$ cat config.mk
export PLATFORM = sky130hd
export DESIGN_NAME = pixel_plane_select
export DESIGN_NICKNAME = d
export VERILOG_FILES = /design/src/hdl/led_matrix_pkg.sv /design/src/hdl/pixel_plane_select.sv
export VERILOG_INCLUDE_DIRS = /design/src /design/src/hdl
export SDC_FILE = /design/constraint.sdc
export NUM_CORES = 1
export LEC_CHECK = 0
export BUFFER_PORTS_ARGS = -buffer_cell sky130_fd_sc_hd__buf_2
export CELL_PAD_IN_SITES_DETAIL_PLACEMENT = 1
export CELL_PAD_IN_SITES_GLOBAL_PLACEMENT = 2
export CORE_MARGIN = 2
export CORE_UTILIZATION = 12
export CTS_CLUSTER_DIAMETER = 50
export DETAILED_ROUTE_END_ITERATION = 7
export PLACE_DENSITY_LB_ADDON = 0.1
export SKIP_CTS_REPAIR_TIMING = 1
export SYNTH_ARGS = -nofsm -noshare
export SYNTH_HDL_FRONTEND = slang
export SYNTH_SLANG_ARGS = --single-unit
$ cat constraint.sdc
create_clock -name clk_in -period 1.6 [get_ports clk_in]
set_clock_uncertainty 0.2 [all_clocks]
set_input_delay 0.08 -clock clk_in [delete_from_list [all_inputs] [get_ports clk_in]]
set_output_delay 0.08 -clock clk_in [all_outputs]
set_load 0.02 [all_outputs]
$ cat src/hdl/led_matrix_settings.svh
// panel geometry and brightness timing for the led matrix driver
// included by the package and by every module that needs a size or a time
`ifndef LED_MATRIX_SETTINGS_SVH
`define LED_MATRIX_SETTINGS_SVH

// columns per line, shifted out once per bit plane
`define PIXEL_WIDTH 64

// rows in one half of the panel, both halves share the row address
`define PANEL_ROWS 16

// bit planes per colour channel, one per bit of the channel value
`define BRIGHTNESS_LEVELS 4

// lit time of the lsb plane in clock cycles
`define BRIGHTNESS_BASE_TIMEOUT 16

// lit cycles that must pass before the next line may start shifting
`define BRIGHTNESS_STATE_TIMEOUT_OVERLAP 8

`endif
$ cat src/hdl/led_matrix_pkg.sv
// shared types and width helpers for the led matrix driver
// modules pull these in with a wildcard import in their header
`default_nettype none

`include "led_matrix_settings.svh"

package led_matrix_pkg;

    // addresses into the panel
    typedef logic [$clog2(`PIXEL_WIDTH)-1:0] col_addr_t;
    typedef logic [$clog2(`PANEL_ROWS)-1:0] row_subpanel_addr_t;
    typedef logic [$clog2(2 * `PANEL_ROWS)-1:0] row_addr_t;

    // one-hot bit plane select, msb plane first
    typedef logic [`BRIGHTNESS_LEVELS-1:0] brightness_level_t;
    typedef logic [`BRIGHTNESS_LEVELS-1:0] channel_t;

    typedef struct packed {
        channel_t red;
        channel_t green;
        channel_t blue;
    } rgb_pixel_t;

    // colour pins as the panel connector orders them
    typedef struct packed {
        logic upper_red;
        logic upper_green;
        logic upper_blue;
        logic lower_red;
        logic lower_green;
        logic lower_blue;
    } panel_rgb_t;

    // bits needed to hold every value from 0 up to count
    function automatic int unsigned width_for_count(int unsigned count);
        return $clog2(count + 1);
    endfunction

    // position of the set bit in a one-hot plane mask
    function automatic int unsigned plane_index(brightness_level_t mask);
        int unsigned index;
        index = 0;
        for (int unsigned i = 0; i < $bits(brightness_level_t); i++) begin
            if (mask[i]) begin
                index = i;
            end
        end
        return index;
    endfunction

endpackage

`default_nettype wire

$ cat src/hdl/pixel_plane_select.sv
// picks the active bit plane out of both read pixels
// registers the six colour pins one cycle ahead of the pixel clock edge
`default_nettype none

module pixel_plane_select
    import led_matrix_pkg::*;
(
    input  logic              clk_in,
    input  logic              reset,
    input  rgb_pixel_t        pixel_upper,
    input  rgb_pixel_t        pixel_lower,
    input  brightness_level_t brightness_mask,
    output panel_rgb_t        panel_rgb
);

    panel_rgb_t plane_bits;

    // one bit per channel, set when the masked plane bit is set
    always_comb begin
        plane_bits.upper_red   = |(pixel_upper.red & brightness_mask);
        plane_bits.upper_green = |(pixel_upper.green & brightness_mask);
        plane_bits.upper_blue  = |(pixel_upper.blue & brightness_mask);
        plane_bits.lower_red   = |(pixel_lower.red & brightness_mask);
        plane_bits.lower_green = |(pixel_lower.green & brightness_mask);
        plane_bits.lower_blue  = |(pixel_lower.blue & brightness_mask);
    end

    // held stable across the next rising pixel clock
    always_ff @(posedge clk_in) begin
        if (reset) begin
            panel_rgb <= '0;
        end else begin
            panel_rgb <= plane_bits;
        end
    end

endmodule

`default_nettype wire

# Word-level counts from Yosys, hierarchy flattened

Cells that the tools add are included.

Bitwise logic cells: 6
Reduce and logical (&&, ||, !) cells: 6

Operators by type and width:

| cell               | number |
|---|---|
| bitwise AND 4 bit  | 6 |
| OR reduction 4 bit | 6 |

Flip-flop bits (word level): 6
Input bits: 30
Output and inout port bits: 6
Logic and storage cells: 18

# Depth between registers and ports, before layout

Gate-level depths: netlist of the first run.

Depth after elaboration: 2
Gate-level depth with buffers: 2
Mapped depth without buffers: 2

# Worst setup path after synthesis of the first run

No wires, ideal clock.

Path kind: reg-to-output
Start point: register panel_rgb[0] in the netlist's numbering
End point: output port panel_rgb[0] in the netlist's numbering
Data arrival time: 0.395 ns
Required time: 1.320 ns
Slack: 0.925 ns
Stages on the path, launching flop included: 1
Buffers on the path: 0
Path through: dfxtp_1

RTL lines:

| element                | RTL line                 | RTL |
|---|---|---|
| from (decl)            | pixel_plane_select.sv:13 | `output panel_rgb_t panel_rgb` |
| from (signal assigned) | pixel_plane_select.sv:33 | `panel_rgb <= plane_bits;` |

No word-level cell between the ends.

# Worst setup path in the final report of the first run

Start point: input port reset
End point: register panel_rgb[0] in the netlist's numbering

RTL lines:

| element     | RTL line                | RTL |
|---|---|---|
| from (decl) | pixel_plane_select.sv:9 | `input logic reset,` |

No word-level cell between the ends.

==> run_results.csv, run 1 <==
group,metric,value,unit
floorplan,core_area,1920,µm²
timing,relSlewSlack,0.857,
critical_path,arrival,1440,ps
timing,hold_viol_final,5,
run_status,violations,"hold timing",
grt,antenna_found_initial,0,
critical_path,path_cells,"dlygate4sd3_1, buf_2, a21oi_1, dlygate4sd3_1",
critical_path,critPathMaxStageDelay,550,ps
cts,htree_levels,1,
pwr,p_per_area,732,nW/µm²
grt,grt.overflow.total,0,
layout,area_growth,138,%
critical_path,slowest_stage,"dlygate4sd3_1",
drt,vias_per_cell,4.12,
timing,whs,-42.5,ps
critical_path,critPathKind,"in2reg",
critical_path,crit_path_start_kind,"primary input",
layout,top_regs,"panel_rgb (6)",
drt,ant_nets,0,
run_status,status,"finished, violations left",
run,drv_cap,0,
pwr,vdd_drop_max,0.000224,V
drt,remaining_drc_errors,0,
pwr,power,419,µW
cts,root_buffer,"clkbuf_4",
drt,dr.pass1.iters,3,
cts,cts_max_path_buffers,2,
synthesis,synth.avg_cell_area,10.0,µm²
cts,cts_tree,"built",
timing,period_share,0.910,
grt,track_usage,0.0888,
drt,drtIter0Drc,6,
drt,vias,408,
timing,rsz0062_at_grt,"false",
layout,nNetsFinal,104,
floorplan,io_pins,36,
cts,cts.clk_slew.worst_paths,40,ps
placement,gp_congestion,0.620,
layout,drive_above_1_share,0.528,
layout,mostFrequentLayoutCells,"buf_2, a22oi_1, dlygate4sd3_1",
drt,wl,1130,µm
layout,final_util,0.298,
placement,dpl.hpwl,858,µm
synthesis,synth-seq-cells,6,
synthesis,syn-cell-area,240,µm²
pwr,power_leakage,0.000288,µW
floorplan,start_util,0.125,
critical_path,cp_common_cell,"dlygate4sd3_1",
grt,grt_start_max_net_pins,7,
synthesis,synth-seq-area-share,0.500,
timing,setup_tns,0,ps
floorplan,die_area,2380,µm²
synthesis,yosysWarnings,0,
critical_path,cp_max_fo,6,
synthesis,synth_cell_types,3,
layout,antenna_cells,0,
layout,largest_reg_flops,6,
grt,grt_pass1_vias,349,
timing,max_freq,687,MHz
pwr,p_seq_frac,0.393,
floorplan,fp.dieW,48.7,µm
pwr,p_sw_frac,0.258,
timing,period_needed,1460,ps
pwr,combinationalPowerShare,0.281,
grt,grt_pass1_wl,1540,µm
placement,port_buffers,35,
critical_path,worst_ep_required_time,1580,ps
pwr,pwr-share-clk,0.326,
timing,setup_viol,0,
floorplan,rows,16,
timing,drv_slew,0,
floorplan,die_y,48.7,µm
cts,cts_buffers,3,
layout,top_register,"panel_rgb",
cts,numClockSinks,6,
pwr,p_int,311,µW
critical_path,end_kind,"register",
pwr,p_switching,108,µW
hold_path,hold_path.class,"in2reg",
layout,mostFrequentLayoutCell,"buf_2",
synthesis,synth_nets,54,
timing,max_slew.worst_pin.slew,215,ps
drt,wire_per_inst,11.4,µm
synthesis,syn_inst,24,
==> logic make-up (layout without fill, tap and decap cells) <==
group / after synthesis / count (layout) / synth area share
buffers and inverters: 0 / 48 / 0
flip-flops: 6 / 6 / 0.500
AO/OA/AOI/OAI: 18 / 18 / 0.500
==> worst max-delay path, delay by kind of cell <==
kind	cells	cell delay (ps)
buf+inv	3	1230
compound gates	1	120
==> area by class of cell <==
cell class | count | area [µm²]
well taps | 27 | 33.8
flip-flops and latches | 6 | 120
clock buffers | 3 | 22.5
multi-input cells | 18 | 120
repair buffers | 45 | 275
fillers | 252 | 1350
==> Yosys cell counts <==
cell | number | area share
a22oi_1 | 12 | 0.38
dfxtp_1 | 6 | 0.50
a21oi_1 | 6 | 0.13
==> worst paths after layout <==
check | startpoint | to | slack [ps] | cells after the start
worst max-delay path | reset | panel_rgb[0]$_SDFF_PP0_ | 140 | 4
worst min-delay path | pixel_upper[9] | panel_rgb[5]$_SDFF_PP0_ | -40 | 3
==> power by group through the flow <==
stage / Clock [µW] / Sequential, µW / Combinational [µW]
after global routing: 150 / 166 / 129
after detailed placement: 0 / 167 / 98.4
final: 136 / 165 / 118
after CTS: 142 / 165 / 98.5
after global placement: 0 / 168 / 98.8
after floorplan: 0 / 184 / 21.0
==> stage by stage <==
stage / instances / hold WS (ps) / cell area [µm²] / setup WS, ps
3_3_place_gp: 86 / 137 / 449 / 725
3_5_place_dp: 86 / 129 / 449 / 729
4_1_cts: 89 / -129 / 472 / 608
6_report: 99 / -42.5 / 572 / 144
2_1_floorplan: 24 / -50.9 / 240 / 925
5_1_grt: 99 / 2.72 / 572 / 118
==> per-layer routing <==
layer / track usage / wire, µm
met5: 0 / 0
met4: 0.0571 / 0
met3: 0.0278 / 95
met2: 0.114 / 538
met1: 0.125 / 497
Note: power is estimated with default switching activity, not from simulation.
==> run 2, diff against run 1 <==
==> constraint.sdc (replaced) <==
create_clock -name clk_in -period 1.6 [get_ports clk_in]
set_clock_uncertainty 0.2 [all_clocks]
set_input_delay 0.16 -clock clk_in [delete_from_list [all_inputs] [get_ports clk_in]]
set_output_delay 0.16 -clock clk_in [all_outputs]
set_load 0.02 [all_outputs]
==> run 2 against run 1 <==
Compared with the run above: the run now ends clean; worst setup slack improved by 400 ps; die area stayed put; combinational power is 16% lower; core utilization shrank 4.7 points; via count down 12%; routed wire length down 13%; sequential share of layout area rose by 3.9 points; final area shrank 16%; critical path type is now reg2out; largest cell class unchanged; largest power group unchanged.
==> run_results.csv, run 2 (same netlist as run 1, synthesis figures left out) <==
group,metric,value,unit
timing,max_freq,945,MHz
cts,numClockSinks,6,
timing,period_share,0.661,
layout,antenna_cells,0,
timing,drv_slew,0,
drt,wire_per_inst,10.9,µm
run,drv_cap,0,
drt,wl,984,µm
grt,antenna_found_initial,0,
floorplan,rows,16,
run_status,status,"finished, final reports clean",
drt,dr.pass1.iters,3,
timing,period_needed,1060,ps
grt,grt.overflow.total,0,
drt,ant_nets,0,
critical_path,critPathMaxStageDelay,310,ps
layout,mostFrequentLayoutCells,"buf_2, a22oi_1, a21oi_1, dfxtp_1, clkbuf_4",
timing,hold_viol_final,0,
layout,largest_reg_flops,6,
placement,port_buffers,35,
layout,mostFrequentLayoutCell,"buf_2",
critical_path,slowest_stage,"dfxtp_1",
cts,cts_tree,"built",
pwr,p_sw_frac,0.260,
critical_path,path_cells,"buf_2",
drt,remaining_drc_errors,0,
critical_path,arrival,700,ps
timing,relSlewSlack,0.852,
pwr,vdd_drop_max,0.000222,V
pwr,p_int,296,µW
timing,setup_viol,0,
drt,drtIter0Drc,1,
cts,root_buffer,"clkbuf_4",
cts,cts_max_path_buffers,2,
floorplan,die_area,2380,µm²
critical_path,cp_max_fo,1,
layout,drive_above_1_share,0.603,
drt,vias_per_cell,3.98,
critical_path,crit_family,"flip-flops",
critical_path,worst_ep_required_time,1240,ps
grt,grt_pass1_wl,1540,µm
placement,dpl.hpwl,858,µm
cts,htree_levels,1,
critical_path,crit_path_start_kind,"register",
cts,cts_buffers,3,
layout,nNetsFinal,95,
floorplan,fp.dieW,48.7,µm
pwr,combinationalPowerShare,0.248,
critical_path,path_buf_inv,1,
timing,setup_tns,0,ps
layout,top_regs,"panel_rgb (6)",
floorplan,core_area,1920,µm²
critical_path,critPathKind,"reg2out",
critical_path,end_kind,"output port",
pwr,p_seq_frac,0.412,
pwr,p_switching,104,µW
floorplan,die_y,48.7,µm
grt,track_usage,0.0888,
drt,vias,358,
layout,top_register,"panel_rgb",
hold_path,hold_path.class,"in2reg",
timing,max_slew.worst_pin.slew,222,ps
timing,rsz0062_at_grt,"false",
pwr,pwr-share-clk,0.340,
grt,grt_start_max_net_pins,7,
placement,gp_congestion,0.620,
layout,final_area,482,µm²
layout,area_growth,101,%
grt,grt_pass1_vias,349,
floorplan,start_util,0.125,
pwr,p_per_area,830,nW/µm²
floorplan,io_pins,36,
placement,placed_cell_area,449,µm²
layout,final_util,0.251,
pwr,power_leakage,0.000250,µW
cts,cts.clk_slew.worst_paths,40,ps
layout,fillers,252,
[run 2: per-stage QoR]
| stage | cells | setup slack (ps) | hold slack [ps] | total power (µW) |
|---|---|---|---|---|
| floorplan | 24 | 845 | 29.1 | 205 |
| global placement | 86 | 645 | 217 | 267 |
| detailed placement | 86 | 649 | 209 | 266 |
| CTS | 89 | 528 | -49.0 | 406 |
| global route | 90 | 493 | 30.1 | 426 |
| finish | 90 | 542 | 9.70 | 400 |
[run 2: layout make-up]
| cell class | instances | area [µm²] | share of cell area |
|---|---|---|---|
| clock buffers | 3 | 22.5 | 0.0468 |
| multi-input cells | 18 | 120 | 0.249 |
| flip-flops and latches | 6 | 120 | 0.249 |
| well taps | 27 | 33.8 | 0.0701 |
| repair buffers | 36 | 185 | 0.384 |
[run 2: metal layers]
layer / GRT usage / wire length (µm) / vias up
met2: 0.114 / 421 / 21
met3: 0.0278 / 102 / 0
met5: 0 / 0 / -
li1: - / - / 181
met4: 0.0571 / 0 / 0
met1: 0.125 / 460 / 156
[run 2: power groups by stage]
stage | sequential, µW | combinational, µW | clock (µW)
3_5_place_dp | 167 | 98.4 | 0
6_report | 165 | 99.1 | 136
5_1_grt | 166 | 109 | 150
4_1_cts | 165 | 98.5 | 142
3_3_place_gp | 168 | 98.8 | 0
2_1_floorplan | 184 | 21.0 | 0
[run 2: path summary, 6_finish.rpt]
path	from	endpoint	slack [ps]	cells after the start
setup / recovery	panel_rgb[0]$_SDFF_PP0_	panel_rgb[0]	540	1
hold / removal	pixel_lower[9]	panel_rgb[2]$_SDFF_PP0_	10	3
==> run 3, diff against run 2 <==
Settings changed: CORE_UTILIZATION 12 to 11.
Clock period 1.6 ns to 1 ns, I/O delays scaled along.
==> run 3 against run 2 <==
Compared with the run above: the flow now finishes with violations (hold timing); non-clock buffer count decreased by 1; first-iteration DRC count increased to 3.0 times the previous value; cell count decreased by 1.1%; sequential share of layout area decreased by 0.61 points; combinational power increased by 77%; sequential power increased by 64%; die area increased by 8.3%; power increased by 65%; worst setup slack got worse by 520 ps; global-route usage decreased by 0.46 points; clock power increased by 57%; critical path type unchanged.
==> run_results.csv, run 3 (same netlist as run 1, synthesis figures left out) <==
group,metric,value,unit
floorplan,rows,16,
timing,drv_slew,0,
pwr,p_per_area,1290,nW/µm²
grt,grt_start_max_net_pins,7,
grt,grt.overflow.total,0,
cts,numClockSinks,6,
critical_path,worst_ep_required_time,700,ps
grt,use_met1,0.102,
critical_path,path_buf_inv,1,
critical_path,arrival,670,ps
timing,period_needed,974,ps
timing,hold_viol_final,6,
pwr,vdd_drop_max,0.000296,V
drt,drtIter0Drc,3,
layout,final_cells,89,
layout,final_area,509,µm²
layout,mostFrequentLayoutCell,"buf_2",
pwr,pwr-share-clk,0.325,
placement,dp.cells,86,
drt,wire_per_inst,11.0,µm
floorplan,start_util,0.120,
critical_path,end_kind,"output port",
drt,remaining_drc_errors,0,
grt,busiest_layer,"met2",
layout,area_growth,112,%
grt,antenna_found_initial,0,
cts,cts_buffers,3,
pwr,p_seq_frac,0.410,
drt,dr.pass1.iters,4,
critical_path,critPathMaxStageDelay,320,ps
cts,cts.clk_slew.worst_paths,40,ps
grt,use_met3,0.0327,
timing,setup_viol,0,
grt,use_met2,0.116,
timing,whs,-99.1,ps
pwr,p_switching,165,µW
pwr,p_sw_frac,0.251,
critical_path,crit_family,"flip-flops",
grt,track_usage,0.0843,
placement,placed_cell_area,449,µm²
grt,grt_pass1_vias,348,
timing,worst_slack,26.2,ps
run,drv_cap,0,
hold_path,hold_end,"panel_rgb[0]$_SDFF_PP0_",
pwr,power,658,µW
critical_path,path_cells,"buf_6",
drt,vias,355,
placement,dp_slack,107,ps
placement,port_buffers,35,
hold_path,hp-start,"reset",
layout,final_util,0.254,
floorplan,io_pins,36,
drt,vias_per_cell,3.99,
drt,ant_nets,0,
layout,antenna_cells,0,
drt,wl,980,µm
pwr,power_leakage,0.000255,µW
layout,nNetsFinal,94,
layout,drive_above_1_share,0.661,
floorplan,die_area,2570,µm²
critical_path,slowest_stage,"dfxtp_1",
timing,period_share,0.974,
layout,fillers,246,
timing,max_freq,1030,MHz
cts,cts_tree,"built",
layout,top_register,"panel_rgb",
floorplan,core_area,2000,µm²
cts,cts_max_path_buffers,2,
floorplan,fp.dieW,50.7,µm
grt,grt_pass1_wl,1480,µm
run_status,status,"finished, violations left",
cts,htree_levels,1,
critical_path,critPathKind,"reg2out",
run_status,violations,"hold timing",
timing,relSlewSlack,0.843,
layout,largest_reg_flops,6,
hold_path,hold_path.class,"in2reg",
pwr,p_int,493,µW
placement,gp_congestion,0.622,
cts,root_buffer,"clkbuf_4",
hold_path,whs_path_depth,2,
floorplan,die_y,50.7,µm
timing,max_slew.worst_pin.slew,236,ps
layout,top_regs,"panel_rgb (6)",
layout,mostFrequentLayoutCells,"buf_2, a22oi_1, a21oi_1",
critical_path,crit_path_start_kind,"register",
pwr,combinationalPowerShare,0.266,
critical_path,cp_max_fo,1,
run 3: cell count changes in the layout (fill, tap and decap cells not counted):
cell,before,now
buf_2,35,29
buf_6,0,5
dfxtp_1,6,3
dfxtp_2,0,3
buf_4,0,1
dlygate4sd3_1,1,0
run 3: layout make-up:
cell class,count,area [µm²],share of cell area
well taps,27,33.8,0.0663
clock buffers,3,22.5,0.0442
repair buffers,35,209,0.410
multi-input cells,18,120,0.236
flip-flops and latches,6,124,0.243
run 3: worst max-delay path by stage:
stage / slack, ps / end / cells past startpoint / from
6_report: 30 / panel_rgb[3] / 1 / panel_rgb[3]$_SDFF_PP0_
4_1_cts: -4 / panel_rgb[1] / 1 / panel_rgb[1]$_SDFF_PP0_
3_5_place_dp: 110 / panel_rgb[5]$_SDFF_PP0_ / 3 / brightness_mask[0]
2_1_floorplan: 300 / panel_rgb[0] / 0 / panel_rgb[0]$_SDFF_PP0_
3_3_place_gp: 120 / panel_rgb[1]$_SDFF_PP0_ / 3 / brightness_mask[2]
5_1_grt: -9 / panel_rgb[3] / 1 / panel_rgb[3]$_SDFF_PP0_
run 3: routing by layer:
| layer | vias up | part of all wire |
|---|---|---|
| met1 | 154 | 0.45 |
| met3 | 0 | 0.094 |
| met2 | 21 | 0.45 |
| met5 | - | 0 |
| met4 | 0 | 0 |
| li1 | 180 | - |
run 3: per-stage QoR:
stage          hold slack (ps)  setup TNS, ps
4_1_cts                   -106          -7.20
5_1_grt                   -109          -14.4
3_3_place_gp               145              0
3_5_place_dp               152              0
6_report                 -99.1              0
2_1_floorplan            -30.9              0
run 3: power by group through the flow:
stage / Combinational (µW) / Sequential, µW / Clock (µW)
final: 175 / 270 / 214
after global routing: 193 / 271 / 243
after CTS: 157 / 264 / 225
after detailed placement: 157 / 268 / 0
after global placement: 157 / 268 / 0
after floorplan: 33.6 / 294 / 0
