--- src/hdl/led_matrix_settings.svh ---
// panel geometry and brightness timing for the led matrix driver
// included by the package and by every module that needs a size or a time
`ifndef LED_MATRIX_SETTINGS_SVH
`define LED_MATRIX_SETTINGS_SVH

// columns per line, shifted out once per bit plane
`define PIXEL_WIDTH 64

// rows in one half of the panel, both halves share the row address
`define PANEL_ROWS 16

// bit planes per colour channel, one per bit of the channel value
`define BRIGHTNESS_LEVELS 4

// lit time of the lsb plane in clock cycles
`define BRIGHTNESS_BASE_TIMEOUT 16

// lit cycles that must pass before the next line may start shifting
`define BRIGHTNESS_STATE_TIMEOUT_OVERLAP 8

`endif
--- src/hdl/led_matrix_pkg.sv ---
// shared types and width helpers for the led matrix driver
// modules pull these in with a wildcard import in their header
`default_nettype none

`include "led_matrix_settings.svh"

package led_matrix_pkg;

    // addresses into the panel
    typedef logic [$clog2(`PIXEL_WIDTH)-1:0] col_addr_t;
    typedef logic [$clog2(`PANEL_ROWS)-1:0] row_subpanel_addr_t;
    typedef logic [$clog2(2 * `PANEL_ROWS)-1:0] row_addr_t;

    // one-hot bit plane select, msb plane first
    typedef logic [`BRIGHTNESS_LEVELS-1:0] brightness_level_t;
    typedef logic [`BRIGHTNESS_LEVELS-1:0] channel_t;

    typedef struct packed {
        channel_t red;
        channel_t green;
        channel_t blue;
    } rgb_pixel_t;

    // colour pins as the panel connector orders them
    typedef struct packed {
        logic upper_red;
        logic upper_green;
        logic upper_blue;
        logic lower_red;
        logic lower_green;
        logic lower_blue;
    } panel_rgb_t;

    // bits needed to hold every value from 0 up to count
    function automatic int unsigned width_for_count(int unsigned count);
        return $clog2(count + 1);
    endfunction

    // position of the set bit in a one-hot plane mask
    function automatic int unsigned plane_index(brightness_level_t mask);
        int unsigned index;
        index = 0;
        for (int unsigned i = 0; i < $bits(brightness_level_t); i++) begin
            if (mask[i]) begin
                index = i;
            end
        end
        return index;
    endfunction

endpackage

`default_nettype wire

--- src/hdl/matrix_scan.sv ---
// scan sequencer for the panel that steps through rows and bit planes
// makes the column count, the gated load and pixel clocks, the row latch
// and the plane mask, and starts each line once the lit time allows it
`default_nettype none

`include "led_matrix_settings.svh"

module matrix_scan
    import led_matrix_pkg::*;
(
    input  logic               reset,
    input  logic               clk_in,
    // column being shifted out now
    output col_addr_t          column_address,
    // row being shifted out now
    output row_subpanel_addr_t row_address,
    // row whose leds are lit
    output row_subpanel_addr_t row_address_active,
    output logic               clk_pixel_load,
    output logic               clk_pixel,
    output logic               row_latch,
    output logic               output_enable,
    // plane picked out of each channel for the line being shifted
    output brightness_level_t  brightness_mask
);

    localparam int unsigned LOAD_WIDTH = width_for_count(`PIXEL_WIDTH);
    localparam int unsigned COLUMN_WIDTH = $bits(col_addr_t);
    localparam brightness_level_t MASK_MSB =
        brightness_level_t'(1 << (`BRIGHTNESS_LEVELS - 1));

    // advance condition history with the oldest in bit 1
    logic [1:0]        state;
    logic              state_advance;
    logic              column_start;
    // column count leads the load clock by the two read registers
    logic [1:0]        load_delay;
    logic              clk_pixel_load_en;
    logic              clk_pixel_en;
    // load enable seen on the last two falling edges
    logic [1:0]        row_latch_state;
    logic              exceeded_overlap_time;
    brightness_level_t brightness_mask_active;

    // gated clocks pulse during the high phase of clk_in
    assign clk_pixel_load = clk_in & clk_pixel_load_en;
    assign clk_pixel = clk_in & clk_pixel_en;

    // latch once the load enable has dropped
    assign row_latch = (row_latch_state == 2'b10);

    // shift the next line while the previous one is lit,
    // but not before the overlap time has passed
    assign state_advance = !output_enable || exceeded_overlap_time;

    always_ff @(posedge clk_in) begin
        if (reset) begin
            state      <= 2'b00;
            load_delay <= 2'b00;
        end else begin
            state      <= {state[0], state_advance};
            load_delay <= {load_delay[0], column_start};
        end
    end

    // rising edge of the advance condition starts one line
    assign column_start = (state == 2'b01);

    // column counts 63 down to 0 and parks at 0
    timeout #(
        .COUNTER_WIDTH(COLUMN_WIDTH)
    ) timeout_column_address (
        .reset  (reset),
        .clk_in (clk_in),
        .start  (column_start),
        .value  (COLUMN_WIDTH'(`PIXEL_WIDTH - 1)),
        .counter(column_address),
        .running()
    );

    // exactly one load clock per column
    timeout #(
        .COUNTER_WIDTH(LOAD_WIDTH)
    ) timeout_clk_pixel_load_en (
        .reset  (reset),
        .clk_in (clk_in),
        .start  (load_delay[1]),
        .value  (LOAD_WIDTH'(`PIXEL_WIDTH)),
        .counter(),
        .running(clk_pixel_load_en)
    );

    // pixel clock trails the load clock by one cycle
    always_ff @(negedge clk_in) begin
        if (reset) begin
            clk_pixel_en           <= 1'b0;
            row_latch_state        <= 2'b00;
            brightness_mask        <= MASK_MSB;
            brightness_mask_active <= '0;
            row_address            <= '0;
            row_address_active     <= '0;
        end else begin
            clk_pixel_en    <= clk_pixel_load_en;
            row_latch_state <= {row_latch_state[0], clk_pixel_load_en};
            // row latch rises on this edge and the latched line goes live
            if (row_latch_state[0] && !clk_pixel_load_en) begin
                brightness_mask_active <= brightness_mask;
                row_address_active     <= row_address;
            end
            // end of the latch pulse steps to the next plane
            if (row_latch) begin
                if (brightness_mask[0]) begin
                    // after the lsb plane go back to msb on the next row
                    brightness_mask <= MASK_MSB;
                    row_address     <= row_address + 1'b1;
                end else begin
                    brightness_mask <= brightness_mask >> 1;
                end
            end
        end
    end

    brightness_timeout brightness_timeout_inst (
        .clk_in                (clk_in),
        .reset                 (reset),
        .row_latch             (row_latch),
        .brightness_mask_active(brightness_mask_active),
        .output_enable         (output_enable),
        .exceeded_overlap_time (exceeded_overlap_time)
    );

endmodule

`default_nettype wire

--- src/hdl/brightness_timeout.sv ---
// output enable timer for binary-coded modulation
// a row latch loads the lit time of the latched plane, and the overlap flag
// tells the scan when the next line may start shifting
`default_nettype none

`include "led_matrix_settings.svh"

module brightness_timeout
    import led_matrix_pkg::*;
(
    input  logic              clk_in,
    input  logic              reset,
    input  logic              row_latch,
    input  brightness_level_t brightness_mask_active,
    output logic              output_enable,
    output logic              exceeded_overlap_time
);

    // the msb plane gets the longest lit time
    localparam int unsigned LIT_MAX =
        `BRIGHTNESS_BASE_TIMEOUT << (`BRIGHTNESS_LEVELS - 1);
    localparam int unsigned LIT_WIDTH = width_for_count(LIT_MAX);
    localparam int unsigned OVERLAP_WIDTH = width_for_count(`BRIGHTNESS_STATE_TIMEOUT_OVERLAP);
    localparam logic [LIT_WIDTH-1:0] LIT_BASE = LIT_WIDTH'(`BRIGHTNESS_BASE_TIMEOUT);
    localparam logic [OVERLAP_WIDTH-1:0] OVERLAP =
        OVERLAP_WIDTH'(`BRIGHTNESS_STATE_TIMEOUT_OVERLAP);
    // a line takes longer than this to shift and latch
    localparam logic [LIT_WIDTH-1:0] LINE_GUARD = LIT_WIDTH'(`PIXEL_WIDTH);

    logic [LIT_WIDTH-1:0]     lit_time;
    logic [LIT_WIDTH-1:0]     lit_count;
    logic [OVERLAP_WIDTH-1:0] overlap_count;

    // base time scaled by the binary weight of the plane
    always_comb begin
        lit_time = LIT_BASE << plane_index(brightness_mask_active);
    end

    always_ff @(posedge clk_in) begin
        if (reset) begin
            lit_count     <= '0;
            overlap_count <= '0;
        end else if (row_latch) begin
            lit_count     <= lit_time;
            overlap_count <= OVERLAP;
        end else begin
            if (lit_count != '0) begin
                lit_count <= lit_count - 1'b1;
            end
            if (overlap_count != '0) begin
                overlap_count <= overlap_count - 1'b1;
            end
        end
    end

    // leds on while the lit count runs
    assign output_enable = (lit_count != '0);

    // overlap time is over, and a line started now latches no earlier than
    // the end of this lit period, so no plane gets cut short
    assign exceeded_overlap_time = (overlap_count == '0) && (lit_count <= LINE_GUARD);

endmodule

`default_nettype wire

--- src/hdl/timeout.sv ---
// loadable down-counter, a start pulse loads value and the count runs to zero
// running stays high for exactly value cycles after the load
`default_nettype none

module timeout #(
    parameter int unsigned COUNTER_WIDTH = 8
) (
    input  logic                     reset,
    input  logic                     clk_in,
    input  logic                     start,
    input  logic [COUNTER_WIDTH-1:0] value,
    output logic [COUNTER_WIDTH-1:0] counter,
    output logic                     running
);

    // start wins over the count, so a restart mid-count reloads cleanly
    always_ff @(posedge clk_in) begin
        if (reset) begin
            counter <= '0;
        end else if (start) begin
            counter <= value;
        end else if (counter != '0) begin
            counter <= counter - 1'b1;
        end
    end

    // zero is the idle state, the counter parks there
    assign running = (counter != '0);

endmodule

`default_nettype wire

--- config.mk ---
export PLATFORM = sky130hd
export DESIGN_NAME = matrix_scan
export DESIGN_NICKNAME = d
export VERILOG_FILES = /design/src/hdl/led_matrix_pkg.sv /design/src/hdl/matrix_scan.sv /design/src/hdl/brightness_timeout.sv /design/src/hdl/timeout.sv
export VERILOG_INCLUDE_DIRS = /design/src /design/src/hdl
export SDC_FILE = /design/constraint.sdc
export NUM_CORES = 1
export LEC_CHECK = 0
export BUFFER_PORTS_ARGS = -buffer_cell sky130_fd_sc_hd__buf_2
export CELL_PAD_IN_SITES_DETAIL_PLACEMENT = 1
export CELL_PAD_IN_SITES_GLOBAL_PLACEMENT = 1
export CORE_ASPECT_RATIO = 1.1
export CORE_MARGIN = 3
export CORE_UTILIZATION = 39
export DETAILED_ROUTE_END_ITERATION = 10
export GPL_TIMING_DRIVEN = 1
export PLACE_DENSITY_LB_ADDON = 0.15
export SLEW_MARGIN = 20
export SYNTH_ARGS = -nofsm -noshare
export SYNTH_HDL_FRONTEND = slang
export SYNTH_SLANG_ARGS = --single-unit
--- constraint.sdc ---
create_clock -name clk_in -period 1.65 [get_ports clk_in]
set_input_delay 0.33 -clock clk_in [delete_from_list [all_inputs] [get_ports clk_in]]
set_output_delay 0.33 -clock clk_in [all_outputs]
set_load 0.03 [all_outputs]
# Yosys cells after proc, flatten, opt, wreduce, memory -nomap -nowiden
# Cells that the tools add are included.
# W data, S select, Z words.
dict set report totals {
  in_bits 2
  register_bits 48
  word_cells 54
  out_inout_bits 22
}
dict set report op_classes {
  n_eq_ne 2
  bitwise_logic 2
  add_sub_neg 5
  shift 1
  muxes 12
  n_reduce_logical 17
  magnitude_cmp 1
}
# cell n
set op_table {}
lappend op_table {{$mux W8} 2}
lappend op_table {{$mux W7} 2}
lappend op_table {{$mux W4} 3}
lappend op_table {{$mux W6} 2}
lappend op_table {{$le A8 B7 Y1 const B} 1}
lappend op_table {{$reduce_bool A2 Y1} 4}
lappend op_table {{$reduce_bool A8 Y1} 1}
lappend op_table {{$shl A5 B2 Y8 const A} 1}
lappend op_table {{$sub A8 B1 Y8 const B} 1}
lappend op_table {{$reduce_bool A7 Y1} 1}
lappend op_table {{$sub A7 B1 Y7 const B} 1}
lappend op_table {{$reduce_bool A6 Y1} 1}
lappend op_table {{$sub A6 B1 Y6 const B} 1}
lappend op_table {{$add A4 B1 Y4 const B} 1}
lappend op_table {{$logic_not A4 Y1} 1}
lappend op_table {{$mux W2} 2}
lappend op_table {{$reduce_bool A4 Y1} 1}
lappend op_table {{$reduce_or A2 Y1} 2}
lappend op_table {{$sub A4 B1 Y4 const B} 1}
lappend op_table {{$and A1 B1 Y1} 2}
lappend op_table {{$eq A2 B1 Y1 const B} 1}
lappend op_table {{$eq A2 B2 Y1 const B} 1}
lappend op_table {{$logic_and A1 B1 Y1} 2}
lappend op_table {{$logic_not A1 Y1} 2}
lappend op_table {{3 further kinds} 3}

# Longest topological paths before layout
# Gate-level depths: netlist of the first run.
dict set report logic_depth {
  word_depth 5
  ltp_mapped 7
  mapped_depth_nobuf 6
}

# By module
# Synthesis of the first run repeated with hierarchy kept, for this count alone.
dict set report unflattened {
  hier_cells 267
  hier_area_um2 2296.0
}
# mod seq_area_each_um2 cells_each area_each_um2 n_inst
set by_module_without_submodules {}
lappend by_module_without_submodules {matrix_scan 440.4 92 799.5 1}
lappend by_module_without_submodules {brightness_timeout 240.2 75 648.1 1}
lappend by_module_without_submodules {{timeout (timeout_clk_pixel_load_en)} 140.1 54 464.2 1}
lappend by_module_without_submodules {{timeout (timeout_column_address)} 120.1 46 384.1 1}

==> metrics.sh, run 1 <==
OUTCOME='finished, violations left'
FAILED_CHECKS='negative setup slack'
STARTPOINT='timeout_clk_pixel_load_en.counter[1]$_SDFFE_PP0P_'
GRT_ANTENNA_BEFORE_REPAIR=0
FLOORPLAN.DIE.WIDTH_UM=74.2
ROUTED_VIA_DENSITY=5.38
CORE_REGION_AREA_MM2=0.00478
SYN_TO_FINAL_GROWTH_PCT=57.5
YOSYS_WARNS=0
TIMING.SETUP.CRITICAL_PATH_CLASS='reg2reg'
MAPPEDNETLISTAREA_MM2=0.00200
HP-START='state[1]$_SDFF_PP0_'
CRITICAL_PATH_PEAK_FANOUT=4
CTS_TREE='done'
REPORT.FINAL.HOLD_VIOL_COUNT=0
TIMING.FINAL.WS_SETUP_PS=-1110
RSZ_0062_RAISED_AFTER_GLOBAL_ROUTING='yes'
FINAL_LAYOUT_SIZE_SUFFIX_GT1_FRAC=0.444
IO_BUFFER_COUNT=23
SKEW_PS=96.2
LARGEST_NET_DEGREE_AT_THE_START_OF_GLOBAL_ROUTING=20
SYN-INSTANCE-COUNT=219
SYNTH.YOSYS.SEQ_AREA_SHARE=0.461
ANTENNA_CELLS=0
DR.FIRST_ITER.DRC_COUNT=68
SETUP_VIOL=45
FINALINSTANCEAREA_MM2=0.00314
DESIGN.DIE.AREA_MM2=0.00602
MAXSLEWHEADROOM=0.681
MAX_CAP_VIOLATIONS=0
WORST_SETUP_HOLD_PATH_CLK_SLEW_PS=100
POST_DP_CELL_AREA_MM2=0.00250
NUMBER_OF_CELL_INSTANCES_ON_THE_WORST_REGISTER_TO_REGISTER_PATH=7
DR.PASS1.ITERS=4
GRT_PASS1_VIAS=2248
POSTSYNTHAREAPERCELL_UM2=9.12
VIAS=2071
POWER_PER_CELL_AREA_mW_PER_MM2=2060
ROW_COUNT=26
POSTSYNTHREGISTERBITS=46
MIN_PATH_CELLS=1
DESIGN.FINAL.NETS=338
ROUTE.DETAILED.WL_PER_INST_UM=18.6
YOSYS-TOP-CELLS-AREA='dfxtp_1 (46%), nor2_1 (5.5%), ha_1 (5.0%), a21oi_1 (4.5%), mux2i_1 (4.0%)'
DETAILED_PLACE_HPWL_UM=3510
WORST_SKEW_PAIR.LATE_LATENCY_PS=500
GRT.TOTAL_USAGE=0.241
YOSYSTOPAREACELLSHARE=0.461
DRT_WL_TOTAL_UM=7160
ASYNCSETRESETFLOPFRACSYNTH=0
GLOBALROUTEOVERFLOWTOTAL=0
DRC_ERRORS=0
NUMBER_OF_ENABLE_TYPE_REGISTER_CELLS_IN_THE_SYNTHESIZED_NETLIST=0
SETUP-TNS-FINAL_PS=-23410
RR_STARTPOINT='timeout_clk_pixel_load_en.counter[1]$_SDFFE_PP0P_'
LAYOUT.FILLER_CELLS=539
HOLD_CLASS='reg2reg'
LEAKAGEPOWER_uW=0.00144
KIND_OF_END_POINT_OF_THE_CRITICAL_PATH='flip-flop'
FINAL_CORE_UTIL=0.658
CRIT_REQUIRED_PS=1170
SYNTHESIS.NETS=229
PRE_CTS_WS_PS=-978
YOSYS.AREA.TOP_TYPE='dfxtp_1'
ROUTABILITYCONGESTION=0.724
SYNTH_FLOP_CELL='dfxtp_1'
IR_DROP_mV=0.946
DIE_HEIGHT_UM=81.1
CRITPATHLAUNCHTYPE='flip-flop'
STARTING_DENSITY_OF_THE_CORE=0.418
ARRIVAL_TIME_WORST_ENDPOINT_PS=2280
FLOORPLAN.IO_PINS=24
REPORT.FINAL.SLEW_VIOL_COUNT=0
WIRE_LENGTH_OF_THE_FIRST_GLOBAL_ROUTING_PASS_UM=10900
SEQ_AREA_UM2=941
WORSTMARGINPINSLEW_PS=466
NETLIST-CELL-TYPE-COUNT=40
DRT.ANTENNA.VIOLATING_NETS=0
MULTI_INPUT_GATE_AREA_IN_THE_FINAL_LAYOUT_MM2=0.00113
[path summary, 6_finish.rpt]
path                                         to  slack, ps
min                    load_delay[0]$_SDFF_PP0_        450
max reg2reg  row_address_active[1]$_SDFFE_NP0P_      -1110
max          row_address_active[1]$_SDFFE_NP0P_      -1110
min reg2reg            load_delay[0]$_SDFF_PP0_        450
[report_power, final]
group	internal (µW)	switching, µW	total, µW
clock	622	765	1390
sequential	1430	306	1730
combinational	1700	1670	3370
total	3750	2740	6490
[registers in the layout (all words and copies together), names as in the netlist]
register                               flops
load_delay                                 2
row_address                                4
brightness_mask_active                     3
timeout_clk_pixel_load_en.counter          7
brightness_timeout_inst.lit_count          8
brightness_timeout_inst.overlap_count      4
state                                      2
brightness_mask                            4
timeout_column_address.counter             6
row_address_active                         4
row_latch_state                            2
[cell usage in the layout, fill, tap and decap left out, types with 6 or more instances in the layout]
cell       n
a21oi_1   16
buf_2      7
buf_4     57
buf_6     22
clkbuf_8   8
dfxtp_1   30
dfxtp_2   16
ha_1       6
inv_1     25
mux2i_1    7
nand2_1   16
nor2_1    27
nor3_1     8
xnor2_1    6
[metrics by stage]
| stage | hold WS (ps) | total power [µW] | instances |
|---|---|---|---|
| 2_1_floorplan | 383 | 3640 | 219 |
| 3_3_place_gp | 409 | 4360 | 327 |
| 3_5_place_dp | 412 | 4450 | 327 |
| 4_1_cts | 432 | 6070 | 373 |
| 5_1_grt | 467 | 6930 | 385 |
| 6_report | 447 | 6490 | 385 |
[what timing repair did]
| action | 4_1_cts | 5_1_grt |
|---|---|---|
| gates resized for setup | 56 | 9 |
| hold buffers | 0 | 0 |
| endpoints found under the setup margin | 44 | 47 |
| gates cloned | 1 | 0 |
| buffers inserted | 18 | 14 |
| pin swaps | 6 | 6 |
[synth_stat cells (all sizes together) (2+ instances only)]
cell type and number:
nand2b 7, nand3 4, or3b 2, nor2 29, clkbuf 5, nor4 2
xnor2 6, nand2 17, o21ai 5, nor3 11, buf 2, ha 8
xor2 5, or3 4, a211oi 3, a21oi 18, nor2b 4, inv 13
dfxtp 46, a311oi 3, nand3b 4, mux2i 8
[cells by family after synthesis]
| kind of cell | Yosys count | share of synthesized area |
|---|---|---|
| DFF | 46 | 0.461 |
| xor gates and xnor gates | 11 | 0.0482 |
| buffers and inverters | 20 | 0.0413 |
| AOI/OAI and AO/OA | 33 | 0.0984 |
| and+or+nand+nor | 91 | 0.250 |
| adders and majority gates | 9 | 0.0551 |
| muxes | 9 | 0.0457 |
[routing by layer]
layer	up-vias	part of all wire	GRT usage
li1	963	-	-
met1	1023	0.41	0.269
met2	61	0.52	0.420
met3	24	0.037	0.0606
met4	0	0.036	0.119
met5	-	0	0
[critical path: stages (launching register included)]
cell,delay [ps]
dfxtp_2,340
inv_2,70
ha_4,130
or4b_4,480
nor4b_4,280
buf_4,210
mux2i_2,260
nor2_1,100
[final cells by class]
cell class | count | share of cell area
clock inverters | 21 | 0.0275
inverters | 12 | 0.0183
multi-input cells | 154 | 0.361
well taps | 56 | 0.0223
clock buffers | 10 | 0.0422
flip-flops and latches | 46 | 0.299
repair buffers | 86 | 0.230
(Power assumes the default switching activity.)
==> inputs of run 2 (changes only) <==
--- a/config.mk
+++ b/config.mk
@@ -12,9 +12,11 @@
 export CORE_ASPECT_RATIO = 1.1
 export CORE_MARGIN = 3
 export CORE_UTILIZATION = 39
+export CTS_BUF_LIST = sky130_fd_sc_hd__clkbuf_16
 export DETAILED_ROUTE_END_ITERATION = 10
 export GPL_TIMING_DRIVEN = 1
 export PLACE_DENSITY_LB_ADDON = 0.15
+export SKIP_LAST_GASP = 1
 export SLEW_MARGIN = 20
 export SYNTH_ARGS = -nofsm -noshare
 export SYNTH_HDL_FRONTEND = slang
==> run 2 against run 1 <==
Net effect: the flow still finishes with violations (negative setup slack); via count grew 3.2%; global-route usage rose by 3.3 points; worst hold slack improved by 2.7 ps; die area did not move; sequential power about the same; non-clock buffer count decreased by 1; flip-flop and latch count stayed put; power up 12%; clock power increased by 35%; critical path depth did not move; routed wire length is 18% higher; setup slack better by 58 ps; critical path type unchanged; largest cell class unchanged; largest power group unchanged.
==> metrics.sh, run 2 (same netlist as run 1, synthesis figures left out) <==
SEQPWRFRAC=0.242  # -0.025
CRIT_REQUIRED_PS=1190  # +20 ps
SLOWEST_STAGE='or4b_4'
SYN_TO_FINAL_GROWTH_PCT=64.3
DESIGN.FINAL.NETS=337  # -0.30%
FINAL_LAYOUT_SIZE_SUFFIX_GT1_FRAC=0.466  # +0.0227
FLOORPLAN.DIE.WIDTH_UM=74.2  # unchanged
GRT.TOTAL_USAGE=0.274  # +0.0334
GRT_PASS1_VIAS=2352  # +4.6%
DR.FIRST_ITER.DRC_COUNT=143  # +110%
FINAL_CORE_UTIL=0.686  # +0.0288
DETAIL_ROUTE.WIRELENGTH.MET1_UM=3350  # +15%
ROUTE.DETAILED.WL_PER_INST_UM=22.1  # +19%
IR_DROP_mV=1.51  # +60%
FAILED_CHECKS='negative setup slack'
FINALINSTANCEAREA_MM2=0.00328  # +4.4%
SETUP_VIOL=46  # +2.2%
WORST_SKEW_PAIR.LATE_LATENCY_PS=530  # +30 ps
FINAL_CELL_MIX='buf_4 (54), dfxtp_1 (30), inv_1 (25), buf_6 (24), nor2_1 (23)'
FINAL_CELLS=384  # -0.26%
CTS_HOLD_BUFFERS=0  # unchanged
CRITICAL_PATH_PEAK_FANOUT=3  # -1
ARRIVAL_TIME_WORST_ENDPOINT_PS=2240  # -40 ps
PLACED_CELLS_INCL_TAPS=327  # unchanged
MAXSLEWHEADROOM=0.543  # -0.138
REPORT.FINAL.SLEW_VIOL_COUNT=0  # unchanged
PWR-SHARE-COMB=0.500  # -0.019
TIMING.FINAL.WS_SETUP_PS=-1050  # +58.2 ps
FINAL_COMMON_CELL='buf_4'
DRT_WL_TOTAL_UM=8470  # +18%
LARGEST_REGISTERS_IN_THE_FINAL_LAYOUT='brightness_timeout_inst.lit_count x8, timeout_clk_pixel_load_en.counter x7, timeout_column_address.counter x6'
DR.PASS1.ITERS=4  # unchanged
MAX_CAP_VIOLATIONS=0  # unchanged
IO_BUFFER_COUNT=23  # unchanged
TIMING.RR.END='brightness_mask_active[1]$_SDFFE_NP0P_'
HOLD_CLASS='reg2reg'
LARGEST_NET_DEGREE_AT_THE_START_OF_GLOBAL_ROUTING=20  # unchanged
GLOBALROUTEOVERFLOWTOTAL=0  # unchanged
RSZ_0062_RAISED_AFTER_GLOBAL_ROUTING='yes'
HOLD-WORST-SLACK_PS=450  # +2.72 ps
ROW_COUNT=26  # unchanged
NET-SWITCHING-POWER_uW=3080  # +13%
TOP_SIGNAL_LAYER_USED='met4'
MET3_WIRELENGTH_UM=325  # +24%
TIMING.CRITICAL_PATH.DEPTH=7  # unchanged
WORST_SETUP_HOLD_PATH_CLK_SLEW_PS=70  # -30 ps
SWSHARE=0.424  # +0.00184
STARTING_DENSITY_OF_THE_CORE=0.418  # unchanged
CLOCK_POWER_FRAC=0.258  # +0.044
LAYOUT.FILLER_CELLS=517  # -4.1%
LEAKAGEPOWER_uW=0.00149  # +3.0%
DESIGN.DIE.AREA_MM2=0.00602  # unchanged
MAX_FLOP_REGISTER='brightness_timeout_inst.lit_count'
CTS_TREE='done'
GRT_ANTENNA_BEFORE_REPAIR=0  # unchanged
PATH_CELLS='inv_2 > ha_4 > or4b_4 > nor4b_4 > buf_4 > mux2i_1 > nor2_1'
ANTENNA_CELLS=0  # unchanged
WORSTSETUPENDPOINT='brightness_mask_active[1]$_SDFFE_NP0P_'
KIND_OF_END_POINT_OF_THE_CRITICAL_PATH='flip-flop'
DRT.ANTENNA.VIOLATING_NETS=0  # unchanged
VIAS=2137  # +3.2%
MAX_STAGE_DELAY_PS=480  # about the same
RR_STARTPOINT='timeout_clk_pixel_load_en.counter[0]$_SDFFE_PP0P_'
WORST_PATH_BUF_INV=2  # unchanged
REPORT.FINAL.HOLD_VIOL_COUNT=0  # unchanged
POST_DP_CELL_AREA_MM2=0.00250  # unchanged
WL_MET2_UM=4390  # +18%
DRC_ERRORS=0  # unchanged
NUMBER_OF_CELL_INSTANCES_ON_THE_WORST_REGISTER_TO_REGISTER_PATH=7  # unchanged
ROUTED_VIA_DENSITY=5.57  # +3.5%
DETAILED_PLACE_HPWL_UM=3510  # unchanged
TIMING.SETUP.CRITICAL_PATH_CLASS='reg2reg'
WORSTMARGINPINSLEW_PS=668  # +201 ps
OUTCOME='finished, violations left'
DIE_HEIGHT_UM=81.1  # unchanged
CORE_REGION_AREA_MM2=0.00478  # unchanged
SETUP.REG_TO_REG.WORST_SLACK_PS=-1050  # +60 ps
SKEW_PS=122  # +26.1 ps
FLIP_FLOP_COUNT_OF_THE_LARGEST_REGISTER_AFTER_LAYOUT=8  # unchanged
FLOORPLAN.IO_PINS=24  # unchanged
POWER_PER_CELL_AREA_mW_PER_MM2=2220  # +7.3%
POWER.INTERNAL_uW=4190  # +12%
ROUTABILITYCONGESTION=0.724  # unchanged
WIRE_LENGTH_OF_THE_FIRST_GLOBAL_ROUTING_PASS_UM=11900  # +9.3%
STARTPOINT='timeout_clk_pixel_load_en.counter[0]$_SDFFE_PP0P_'
TIMING.CRITICAL_PATH.MAX_DELAY_FAMILY='simple AND/OR/NAND/NOR gates'
CRITPATHLAUNCHTYPE='flip-flop'
## run 2: layout make-up
cell class              instances  area [µm²]  area share
clock inverters                21        86.3      0.0263
repair buffers                 85         718       0.219
clock buffers                  10         223      0.0679
multi-input cells             154        1190       0.361
inverters                      12        57.6      0.0175
well taps                      56        70.1      0.0213
flip-flops and latches         46         941       0.287
## run 2: worst min path at each step
stage / startpoint / to / depth (start not counted)
final: load_delay[0]$_SDFF_PP0_ / load_delay[1]$_SDFF_PP0_ / 1
after global routing: load_delay[0]$_SDFF_PP0_ / load_delay[1]$_SDFF_PP0_ / 1
after CTS: state[1]$_SDFF_PP0_ / load_delay[0]$_SDFF_PP0_ / 1
after detailed placement: state[1]$_SDFF_PP0_ / load_delay[0]$_SDFF_PP0_ / 1
after global placement: state[1]$_SDFF_PP0_ / load_delay[0]$_SDFF_PP0_ / 1
after floorplan: state[1]$_SDFF_PP0_ / load_delay[0]$_SDFF_PP0_ / 1
## run 2: power by group through the flow
stage | clock network (µW) | logic, µW | registers (µW)
2_1_floorplan | 206 | 1610 | 1820
3_3_place_gp | 239 | 2440 | 1680
3_5_place_dp | 239 | 2520 | 1690
4_1_cts | 1860 | 3110 | 1710
5_1_grt | 1990 | 3840 | 1800
6_report | 1880 | 3640 | 1760
## run 2: repair_timing
item	4_1_cts	5_1_grt
gates cloned	1	0
endpoints found under the setup margin	44	47
setup buffers	20	11
pin swaps	8	7
gates resized for setup	63	20
## run 2: layer usage
metal,vias to the layer above,global-route usage
met3,37,0.0842
met5,-,0
li1,967,-
met4,0,0.192
met1,1061,0.280
met2,72,0.471
## run 2: worst reg2reg max path, stage by stage (launching register included)
cell and delay, ps:
dfxtp_1 320, inv_2 80, ha_4 130, or4b_4 480, nor4b_4 260, buf_4 190, mux2i_1 270, nor2_1 90
## run 2: per-stage QoR
stage | total power, µW | setup TNS, ps | worst slack, ps
finish | 7270 | -25940 | -1050
global route | 7630 | -28030 | -1140
CTS | 6680 | -21030 | -984
detailed placement | 4450 | -11890 | -978
global placement | 4360 | -10960 | -930
floorplan | 3640 | -8690 | -887
